### config.mk
export PLATFORM = sky130hd
export DESIGN_NAME = saturn_bus_top
export DESIGN_NICKNAME = d
export VERILOG_FILES = /design/src/saturn_bus_pkg.sv /design/src/saturn_phase_gen.sv /design/src/saturn_bus_program.sv /design/src/saturn_fetch_unit.sv /design/src/saturn_bus_controller.sv /design/src/saturn_bus_top.sv
export SDC_FILE = /design/constraint.sdc
export NUM_CORES = 1
export LEC_CHECK = 0
export BUFFER_PORTS_ARGS = -buffer_cell sky130_fd_sc_hd__buf_2
export CAP_MARGIN = 10
export CORE_MARGIN = 3
export CORE_UTILIZATION = 60
export DETAILED_ROUTE_END_ITERATION = 10
export GPL_TIMING_DRIVEN = 1
export PLACE_DENSITY = 0.79
export SLEW_MARGIN = 20
export SYNTH_ARGS = -nofsm -noshare
export SYNTH_HDL_FRONTEND = slang
export SYNTH_SLANG_ARGS = --single-unit
### constraint.sdc
create_clock -name i_clk -period 6.63 [get_ports i_clk]
set_input_delay 0.3315 -clock i_clk [delete_from_list [all_inputs] [get_ports i_clk]]
set_output_delay 0.3315 -clock i_clk [all_outputs]
set_load 0.01 [all_outputs]
### src/saturn_bus_pkg.sv
package saturn_bus_pkg;

    // ~~~~~~~~~~~~~~~~~~~~~~~~~~~~~~~~~~~~~~~~~~~~~~~~~~~~~~~~~~~~~~~~~~~~~~
    // sizing defaults, overridden from the top level
    // ~~~~~~~~~~~~~~~~~~~~~~~~~~~~~~~~~~~~~~~~~~~~~~~~~~~~~~~~~~~~~~~~~~~~~~

    parameter int PROG_DEPTH_LOG2 = 5;         // 32 entry ring
    parameter int FETCH_NIBBLES   = 4;         // nibbles per fetch word
    parameter int REQ_MAX_WORDS   = 8;         // longest expansion (dp write)

    // ~~~~~~~~~~~~~~~~~~~~~~~~~~~~~~~~~~~~~~~~~~~~~~~~~~~~~~~~~~~~~~~~~~~~~~
    // bus program word and host request
    // ~~~~~~~~~~~~~~~~~~~~~~~~~~~~~~~~~~~~~~~~~~~~~~~~~~~~~~~~~~~~~~~~~~~~~~

    typedef struct packed {
        logic       is_cmd;                    // 1 = command mode, 0 = data
        logic [3:0] nibble;
    } prog_word_t;

    localparam logic REQ_LOAD_PC  = 1'b0;      // load pc, then start reading
    localparam logic REQ_DP_WRITE = 1'b1;      // load dp, write one nibble

    typedef struct packed {
        logic        kind;                     // REQ_LOAD_PC / REQ_DP_WRITE
        logic [19:0] addr;                     // sent low nibble first
        logic [3:0]  data;                     // only used by dp write
    } host_req_t;

    // ~~~~~~~~~~~~~~~~~~~~~~~~~~~~~~~~~~~~~~~~~~~~~~~~~~~~~~~~~~~~~~~~~~~~~~
    // bus command nibbles
    // ~~~~~~~~~~~~~~~~~~~~~~~~~~~~~~~~~~~~~~~~~~~~~~~~~~~~~~~~~~~~~~~~~~~~~~

    localparam logic [3:0] CMD_PC_READ  = 4'h0;
    localparam logic [3:0] CMD_LOAD_PC  = 4'h4;  // followed by 5 address nibbles
    localparam logic [3:0] CMD_DP_WRITE = 4'h3;
    localparam logic [3:0] CMD_LOAD_DP  = 4'h5;  // followed by 5 address nibbles

    // ~~~~~~~~~~~~~~~~~~~~~~~~~~~~~~~~~~~~~~~~~~~~~~~~~~~~~~~~~~~~~~~~~~~~~~
    // four phase bus cycle, one-hot
    // ~~~~~~~~~~~~~~~~~~~~~~~~~~~~~~~~~~~~~~~~~~~~~~~~~~~~~~~~~~~~~~~~~~~~~~

    typedef logic [3:0] phase_t;

    localparam phase_t PH_SEND   = 4'b0001;    // drive command/data or start read
    localparam phase_t PH_READ   = 4'b0010;    // bus nibble valid, clk_en drops
    localparam phase_t PH_SETTLE = 4'b0100;    // program completion check
    localparam phase_t PH_EXEC   = 4'b1000;    // idle on the bus side

endpackage

### src/saturn_phase_gen.sv
`timescale 1ns/1ps

module saturn_phase_gen (
    input  logic                  i_clk,
    input  logic                  i_reset,
    output saturn_bus_pkg::phase_t o_phase
);

    logic phase_err;                           // more or less than one bit set

    // zero, or any two bits set
    assign phase_err = (o_phase == 4'b0000) || ((o_phase & (o_phase - 4'd1)) != 4'b0000);

    always_ff @(posedge i_clk) begin
        if (i_reset || phase_err) begin
            o_phase <= saturn_bus_pkg::PH_SEND;   // restart the cycle
        end else begin
            case (o_phase)
                saturn_bus_pkg::PH_SEND:   o_phase <= saturn_bus_pkg::PH_READ;
                saturn_bus_pkg::PH_READ:   o_phase <= saturn_bus_pkg::PH_SETTLE;
                saturn_bus_pkg::PH_SETTLE: o_phase <= saturn_bus_pkg::PH_EXEC;
                default:                   o_phase <= saturn_bus_pkg::PH_SEND;  // from exec
            endcase
        end
    end

endmodule

### src/saturn_bus_program.sv
`timescale 1ns/1ps

module saturn_bus_program #(
    parameter int PROG_DEPTH_LOG2 = saturn_bus_pkg::PROG_DEPTH_LOG2
) (
    input  logic                        i_clk,
    input  logic                        i_reset,
    input  logic                        i_req_valid,
    input  saturn_bus_pkg::host_req_t   i_req,
    input  logic                        i_pop,
    output saturn_bus_pkg::prog_word_t  o_head,
    output logic                        o_empty,
    output logic                        o_req_ready,
    output logic                        o_overflow
);

    localparam int DEPTH = 1 << PROG_DEPTH_LOG2;
    localparam logic [PROG_DEPTH_LOG2:0] MAX_FILL =
        (PROG_DEPTH_LOG2 + 1)'(DEPTH - saturn_bus_pkg::REQ_MAX_WORDS);

    // ~~~~~~~~~~~~~~~~~~~~~~~~~~~~~~~~~~~~~~~~~~~~~~~~~~~~~~~~~~~~~~~~~~~~~~
    // ring storage, pointers carry one extra wrap bit
    // ~~~~~~~~~~~~~~~~~~~~~~~~~~~~~~~~~~~~~~~~~~~~~~~~~~~~~~~~~~~~~~~~~~~~~~

    saturn_bus_pkg::prog_word_t ring [DEPTH];
    logic [PROG_DEPTH_LOG2:0]   wr_ptr;
    logic [PROG_DEPTH_LOG2:0]   rd_ptr;
    logic [PROG_DEPTH_LOG2:0]   fill;          // words waiting in the ring

    saturn_bus_pkg::host_req_t  cur_req;       // request being expanded
    logic                       expanding;
    logic [2:0]                 exp_idx;       // word index within expansion
    logic                       exp_last;
    saturn_bus_pkg::prog_word_t exp_word;

    assign fill        = wr_ptr - rd_ptr;
    assign o_empty     = (fill == '0);
    assign o_head      = ring[rd_ptr[PROG_DEPTH_LOG2-1:0]];
    // one request at a time, and room for the longest expansion
    assign o_req_ready = !expanding && (fill <= MAX_FILL);

    // ~~~~~~~~~~~~~~~~~~~~~~~~~~~~~~~~~~~~~~~~~~~~~~~~~~~~~~~~~~~~~~~~~~~~~~
    // request expansion, one word per index
    // ~~~~~~~~~~~~~~~~~~~~~~~~~~~~~~~~~~~~~~~~~~~~~~~~~~~~~~~~~~~~~~~~~~~~~~

    assign exp_last = (cur_req.kind == saturn_bus_pkg::REQ_LOAD_PC) ? (exp_idx == 3'd6)
                                                                    : (exp_idx == 3'd7);

    always_comb begin
        exp_word.is_cmd = 1'b1;                // everything but the payload
        case (exp_idx)
            3'd0: exp_word.nibble = (cur_req.kind == saturn_bus_pkg::REQ_LOAD_PC) ?
                                    saturn_bus_pkg::CMD_LOAD_PC : saturn_bus_pkg::CMD_LOAD_DP;
            3'd1: exp_word.nibble = cur_req.addr[3:0];    // low nibble first
            3'd2: exp_word.nibble = cur_req.addr[7:4];
            3'd3: exp_word.nibble = cur_req.addr[11:8];
            3'd4: exp_word.nibble = cur_req.addr[15:12];
            3'd5: exp_word.nibble = cur_req.addr[19:16];
            3'd6: exp_word.nibble = (cur_req.kind == saturn_bus_pkg::REQ_LOAD_PC) ?
                                    saturn_bus_pkg::CMD_PC_READ : saturn_bus_pkg::CMD_DP_WRITE;
            default: begin
                exp_word.is_cmd = 1'b0;        // dp write payload
                exp_word.nibble = cur_req.data;
            end
        endcase
    end

    always_ff @(posedge i_clk) begin
        if (i_reset) begin
            wr_ptr     <= '0;
            rd_ptr     <= '0;
            expanding  <= 1'b0;
            exp_idx    <= 3'd0;
            o_overflow <= 1'b0;
        end else begin
            if (i_req_valid && o_req_ready) begin
                expanding <= 1'b1;
                exp_idx   <= 3'd0;
            end else if (expanding) begin
                wr_ptr  <= wr_ptr + 1'b1;
                exp_idx <= exp_idx + 3'd1;
                if (exp_last) begin
                    expanding <= 1'b0;
                end
            end
            if (i_pop && !o_empty) begin
                rd_ptr <= rd_ptr + 1'b1;
            end
            if (i_req_valid && !o_req_ready) begin
                o_overflow <= 1'b1;            // sticky, dropped request
            end
        end
    end

    // payload side, no reset
    always_ff @(posedge i_clk) begin
        if (i_req_valid && o_req_ready) begin
            cur_req <= i_req;
        end
        if (expanding) begin
            ring[wr_ptr[PROG_DEPTH_LOG2-1:0]] <= exp_word;
        end
    end

endmodule

### src/saturn_fetch_unit.sv
`timescale 1ns/1ps

module saturn_fetch_unit #(
    parameter int FETCH_NIBBLES = saturn_bus_pkg::FETCH_NIBBLES
) (
    input  logic                       i_clk,
    input  logic                       i_reset,
    input  logic                       i_read_en,
    input  logic                       i_read_strobe,
    input  logic [3:0]                 i_bus_nibble_in,
    output logic                       o_no_read,
    output logic                       o_fetch_valid,
    output logic [FETCH_NIBBLES*4-1:0] o_fetch_word
);

    localparam int CNT_W = $clog2(FETCH_NIBBLES + 1);
    localparam logic [CNT_W-1:0] LAST_NIB = CNT_W'(FETCH_NIBBLES - 1);

    logic [FETCH_NIBBLES*4-1:0] assembly;     // shifts right, newest on top
    logic [FETCH_NIBBLES*4-1:0] assembly_next;
    logic [CNT_W-1:0]           nib_cnt;
    logic                       word_done;

    assign o_no_read     = !i_read_en;
    assign assembly_next = {i_bus_nibble_in, assembly[FETCH_NIBBLES*4-1:4]};
    assign word_done     = i_read_strobe && i_read_en && (nib_cnt == LAST_NIB);

    // ~~~~~~~~~~~~~~~~~~~~~~~~~~~~~~~~~~~~~~~~~~~~~~~~~~~~~~~~~~~~~~~~~~~~~~
    // nibble count and valid pulse
    // ~~~~~~~~~~~~~~~~~~~~~~~~~~~~~~~~~~~~~~~~~~~~~~~~~~~~~~~~~~~~~~~~~~~~~~

    always_ff @(posedge i_clk) begin
        if (i_reset) begin
            nib_cnt       <= '0;
            o_fetch_valid <= 1'b0;
        end else begin
            o_fetch_valid <= word_done;        // one cycle after last strobe
            if (!i_read_en) begin
                nib_cnt <= '0;                 // drop partial word
            end else if (i_read_strobe) begin
                nib_cnt <= word_done ? '0 : nib_cnt + 1'b1;
            end
        end
    end

    // word assembly, first nibble ends lowest
    always_ff @(posedge i_clk) begin
        if (i_read_strobe) begin
            assembly <= assembly_next;
        end
        if (word_done) begin
            o_fetch_word <= assembly_next;
        end
    end

endmodule

### src/saturn_bus_controller.sv
`timescale 1ns/1ps

module saturn_bus_controller (
    input  logic                       i_clk,
    input  logic                       i_reset,
    input  saturn_bus_pkg::phase_t     i_phase,
    input  saturn_bus_pkg::prog_word_t i_head,
    input  logic                       i_empty,
    output logic                       o_pop,
    input  logic                       i_no_read,
    input  logic                       i_overflow,
    output logic                       o_read_strobe,
    output logic                       o_bus_clk_en,
    output logic                       o_bus_is_data,
    output logic [3:0]                 o_bus_nibble_out,
    output logic                       o_halt
);

    logic busy;                                // a program is on its way out
    logic read_pend;                           // read started in send phase
    logic stop;

    // overflow stops the bus before halt is registered
    assign stop = o_halt || i_overflow;

    // ~~~~~~~~~~~~~~~~~~~~~~~~~~~~~~~~~~~~~~~~~~~~~~~~~~~~~~~~~~~~~~~~~~~~~~
    // per-phase bus sequencing
    // ~~~~~~~~~~~~~~~~~~~~~~~~~~~~~~~~~~~~~~~~~~~~~~~~~~~~~~~~~~~~~~~~~~~~~~

    always_ff @(posedge i_clk) begin
        if (i_reset) begin
            o_bus_clk_en  <= 1'b0;
            o_pop         <= 1'b0;
            o_read_strobe <= 1'b0;
            busy          <= 1'b0;
            read_pend     <= 1'b0;
            o_halt        <= 1'b0;
        end else begin
            o_pop         <= 1'b0;             // both are single pulses
            o_read_strobe <= 1'b0;
            if (i_overflow) begin
                o_halt <= 1'b1;                // sticky until reset
            end
            case (i_phase)
                saturn_bus_pkg::PH_SEND: begin
                    if (!stop && !i_empty) begin
                        o_pop        <= 1'b1;  // write wins over read
                        o_bus_clk_en <= 1'b1;
                        busy         <= 1'b1;
                    end else if (!stop && !i_no_read && !busy) begin
                        o_bus_clk_en <= 1'b1;  // read cycle
                        read_pend    <= 1'b1;
                    end
                end
                saturn_bus_pkg::PH_READ: begin
                    o_bus_clk_en <= 1'b0;      // one cycle of clk_en per bus cycle
                    if (read_pend) begin
                        o_read_strobe <= 1'b1;
                        read_pend     <= 1'b0;
                    end
                end
                saturn_bus_pkg::PH_SETTLE: begin
                    if (i_empty) begin
                        busy <= 1'b0;          // whole program sent
                    end
                end
                default: begin
                    o_bus_clk_en <= 1'b0;      // exec phase, bus idle
                end
            endcase
        end
    end

    // bus payload, no reset
    always_ff @(posedge i_clk) begin
        if (i_phase == saturn_bus_pkg::PH_SEND && !stop && !i_empty) begin
            o_bus_nibble_out <= i_head.nibble;
            o_bus_is_data    <= !i_head.is_cmd;
        end
    end

endmodule

### src/saturn_bus_top.sv
`timescale 1ns/1ps

module saturn_bus_top #(
    parameter int PROG_DEPTH_LOG2 = saturn_bus_pkg::PROG_DEPTH_LOG2,
    parameter int FETCH_NIBBLES   = saturn_bus_pkg::FETCH_NIBBLES
) (
    input  logic                       i_clk,
    input  logic                       i_reset,
    // host side
    input  logic                       i_req_valid,
    input  saturn_bus_pkg::host_req_t  i_req,
    input  logic                       i_read_en,
    output logic                       o_req_ready,
    output logic                       o_fetch_valid,
    output logic [FETCH_NIBBLES*4-1:0] o_fetch_word,
    output logic                       o_halt,
    // nibble bus
    output logic                       o_bus_clk_en,
    output logic                       o_bus_is_data,
    output logic [3:0]                 o_bus_nibble_out,
    input  logic [3:0]                 i_bus_nibble_in
);

    saturn_bus_pkg::phase_t     phase;
    saturn_bus_pkg::prog_word_t head;
    logic                       empty;
    logic                       pop;
    logic                       overflow;
    logic                       no_read;
    logic                       read_strobe;

    // ~~~~~~~~~~~~~~~~~~~~~~~~~~~~~~~~~~~~~~~~~~~~~~~~~~~~~~~~~~~~~~~~~~~~~~
    // phase source, program and fetch side by side, controller joins them
    // ~~~~~~~~~~~~~~~~~~~~~~~~~~~~~~~~~~~~~~~~~~~~~~~~~~~~~~~~~~~~~~~~~~~~~~

    saturn_phase_gen u_phase_gen (
        .i_clk   (i_clk),
        .i_reset (i_reset),
        .o_phase (phase)
    );

    saturn_bus_program #(
        .PROG_DEPTH_LOG2 (PROG_DEPTH_LOG2)
    ) u_bus_program (
        .i_clk       (i_clk),
        .i_reset     (i_reset),
        .i_req_valid (i_req_valid),
        .i_req       (i_req),
        .i_pop       (pop),
        .o_head      (head),
        .o_empty     (empty),
        .o_req_ready (o_req_ready),
        .o_overflow  (overflow)
    );

    saturn_fetch_unit #(
        .FETCH_NIBBLES (FETCH_NIBBLES)
    ) u_fetch_unit (
        .i_clk           (i_clk),
        .i_reset         (i_reset),
        .i_read_en       (i_read_en),
        .i_read_strobe   (read_strobe),
        .i_bus_nibble_in (i_bus_nibble_in),
        .o_no_read       (no_read),
        .o_fetch_valid   (o_fetch_valid),
        .o_fetch_word    (o_fetch_word)
    );

    saturn_bus_controller u_bus_controller (
        .i_clk            (i_clk),
        .i_reset          (i_reset),
        .i_phase          (phase),
        .i_head           (head),
        .i_empty          (empty),
        .o_pop            (pop),
        .i_no_read        (no_read),
        .i_overflow       (overflow),
        .o_read_strobe    (read_strobe),
        .o_bus_clk_en     (o_bus_clk_en),
        .o_bus_is_data    (o_bus_is_data),
        .o_bus_nibble_out (o_bus_nibble_out),
        .o_halt           (o_halt)
    );

endmodule

==> summary.txt <==
Run status
  – Status: finished clean

Routing
  – Routed WL: roughly 19,000 um
  – Routed Antenna Nets: 0
  – DR vias/cell: 5.960
  – Routed length on met2: 9870 um
  – DR WL/cell: 22.23 um
  – Remaining DRCs: 0
  – 1st-iter DRT viols: 507
  – First drt pass iteration count: 4
  – Via count: roughly 5,200
  – Met3 wire len: between 900 and 1000 um
  – DR top layer: met4
  – Wire length on met1: slightly below 8000 um

Final layout
  – FILL cells: 990
  – Final instance area: 0.01139 mm2
  – Area grow syn2layout: 15.62%
  – Area of the multi-input gates: around 0.0025 mm2
  – Commonest non-fill, non-tap cell in the layout: edfxtp_1
  – Most frequent cells in the layout: edfxtp_1 (218), nor2_1 (57), buf_2 (57)
  – Reg area: 0.007268 mm2
  – Layout cells sized above 1: about 26%
  – Layout Nets: a little under 700
  – Post-Layout Cell Count: between 800 and 900
  – ANT cells: 0

Worst hold path
  – Hold Crit Depth: 1
  – HP Start: i_req[17]
  – Sink of the worst hold path: u_bus_program.cur_req[17]
  – Worst hold path class: primary input to register

Placement
  – GP Congestion: around 0.79
  – Placed cell count: 798
  – Final HPWL DP: 11,680 um
  – Dpl ws: about 3100 ps
  – Dpl cell area: 0.01037 mm2
  – Port bufs: 57

Synth
  – Fraction of the mapped netlist area in adder cells: 2.158%
  – Main combinational cell family by area after synthesis: multiplexers
  – Syn Std Cell Area: 0.009856 mm2
  – Synthesized flop and latch total: 254
  – Gate Count Post-Synth: 543
  – Simple-gate share of the synthesized area: ~6%
  – Synth top area share: around two thirds
  – Register area share after synthesis: about three quarters
  – Post-synth EDFFs: 218
  – Syn_area_per_cell: between 15 and 20 um2
  – Synth Area in Compound Gates: 3.021%
  – Area contributors post-synth: edfxtp_1 (66%), mux4_2 (11%), dfxtp_1 (7.3%)
  – Yosys cell types: 48
  – Post-synth top area cell: edfxtp_1
  – Xor and xnor area share after synthesis: 0.7109%
  – Synth async-reset ratio: 0%
  – Synth Flop Type: edfxtp_1
  – Synthesized Nets: 593
  – Synth Warn #: 0
  – Post-synthesis mux area share: 12.95%

STA
  – RSZ-0062 raised after global routing: no
  – Worst Skew: 18.66 ps
  – Worst slew pin tran: 1055 ps
  – Final Cycle Share: approximately 55%
  – Fin. Hold Viols: 0
  – Post-layout min period: approximately 3600 ps
  – Slew margin rel.: a little under 30%
  – Max Clock Freq: about 280 MHz
  – Fin. max-slew vios: 0
  – Setup TNS: 0 ps
  – Hold WS: 17.82 ps
  – Final setup vio count: 0
  – Final WS setup: 3013 ps

Setup path
  – RR Endpoint: u_bus_program.ring[24][2]
  – Slowest-stage cell, CP: a21oi_4
  – Worst path max stage delay: 970 ps
  – Critical path cell sequence: inv_1, ha_1, nor4_1, clkinv_1, a21oi_4
  – Flop2flop setup slack: 3010 ps
  – Crit Path Max Fanout: 36
  – WP data required: 6820 ps
  – Arrival @ worst endpoint: 3810 ps
  – Startpoint types: register
  – Cells on worst reg2reg path: 5
  – Setup Crit Path Kind: register to register
  – RR Startpoint: u_bus_program.exp_idx[2]
  – Crit path capture type: register

Floorplanning
  – CORE AREA: about 0.016 mm2
  – Die area: 0.01800 mm2
  – Die Wd: ~130 um
  – Rows: between 40 and 50
  – Die Height: 134.2 um
  – Initial Util: 61.60%
  – IO Pins: between 50 and 60

Global routing
  – Vias in the first global route: 5,316
  – Congestion Overflow GR: 0
  – First-pass GRT wire length: 30,170 um
  – Antenna violations before repair: 0
  – All-Layer GR Usage: 21.98%
  – Largest net degree at the start of global routing: 41

CTS
  – CTS tree: done
  – Clk_lat worst skew: 510 ps
  – Total CTS buffers: 25
  – # resized after CTS: 0
  – Worst-path clk slew: about 60 ps
  – Sink Count: 254
  – CTS root buf: clkbuf_16
  – Clock buffer depth: 3
  – H-tree lvl count: 1

Pwr
  – Power per cell area: 335.0 mW/mm2
  – Peak supply drop: 0.2562 mV
  – Leak pwr: 3.727 nW

Job
  – Max Cap Viol: 0
[worst max-delay path by stage]
stage	from	end	slack (ps)	depth (start not counted)
global route	u_bus_program.exp_idx[2]	u_bus_program.ring[24][2]	2770	5
finish	u_bus_program.exp_idx[2]	u_bus_program.ring[24][2]	3010	5
CTS	u_bus_program.wr_ptr[2]	u_bus_program.cur_req[9]	3080	6
global placement	u_bus_program.wr_ptr[2]	u_bus_program.cur_req[0]	3280	6
floorplan	u_bus_program.rd_ptr[4]	u_bus_program.cur_req[0]	3410	7
detailed placement	u_bus_program.wr_ptr[2]	u_bus_program.cur_req[15]	3110	6
[per-layer routing]
layer	global-route usage (%)	vias up
li1	-	2325
met1	30.00	2603
met3	3.151	43
met4	6.561	0
met5	0	-
met2	37.60	184
[cells by family after synthesis]
group / count (synthesis)
flops: 254
simple gates: 124
mux: 64
compound gates: 42
buf+inv: 34
fa+ha+maj: 17
xor+xnor: 8
[report_power, final]
group	switching, W	total [W]	internal, W
clock network	0.000581	0.00136	0.000781
logic	0.000307	0.000473	0.000167
registers	0.0000451	0.00198	0.00194
[state kept, by name (all words and copies together) (netlist names), named ones only]
signal                             flops
u_fetch_unit.nib_cnt                   3
u_bus_program.ring                   160
u_bus_controller.o_pop                 1
u_bus_controller.read_pend             1
u_bus_controller.o_bus_nibble_out      4
u_bus_controller.o_bus_is_data         1
u_fetch_unit.o_fetch_valid             1
u_fetch_unit.o_fetch_word             16
u_bus_program.expanding                1
u_bus_program.o_overflow               1
u_bus_controller.o_read_strobe         1
u_bus_program.rd_ptr                   6
u_phase_gen.o_phase                    4
u_bus_controller.o_halt                1
u_fetch_unit.assembly                 12
u_bus_controller.busy                  1
u_bus_program.exp_idx                  3
u_bus_program.wr_ptr                   6
u_bus_controller.o_bus_clk_en          1
u_bus_program.cur_req                 25
[cell usage after synthesis (2+ instances only)]
cell       number
edfxtp_1      218
nor2_1         57
mux4_2         50
dfxtp_1        36
nand2_1        20
ha_1           17
clkbuf_1       14
inv_1          12
a21oi_1         9
o21ai_0         9
mux2_2          8
nor3_1          8
mux2i_1         6
nor4_1          6
a221oi_1        5
nand2b_1        5
nand3_1         5
or3_1           5
xnor2_1         5
buf_2           4
a211oi_1        3
a222oi_1        3
and2_1          3
nand3b_1        3
xor2_1          3
a31o_2          2
buf_1           2
nand4_1         2
nor2b_1         2
o21a_1          2
o2bb2ai_1       2
[repair_timing]
| item | 4_1_cts | 5_1_grt |
|---|---|---|
| buffers inserted | 0 | 0 |
| endpoints found under the hold margin | 22 | 1 |
| hold buffers | 21 | 1 |
[critical path: cells and delay by family (launching register included)]
family | cells | cell delay [ps]
adder cells (fa/ha/maj) | 1 | 270
buffers and inverters | 2 | 1100
AND/OR/NAND/NOR | 1 | 450
AO/OA/AOI/OAI | 1 | 970
flip-flops | 1 | 500
[layout make-up]
class                      count  area share [%]
tap                          216           2.372
timing repair buffer          82           4.634
multi-input combinational    255           21.83
inverter                      13          0.4282
clock buffer                  28           5.677
clock inverter                17           1.274
sequential                   254           63.79
[per-stage QoR]
stage / power [W] / utilization (%)
floorplan: 0.002313 / -
global placement: 0.002441 / 64.75
detailed placement: 0.002470 / 64.79
CTS: 0.003828 / 71.05
global route: 0.003947 / 71.22
finish: 0.003818 / 71.22
Note: power is estimated with default switching activity, not from simulation.
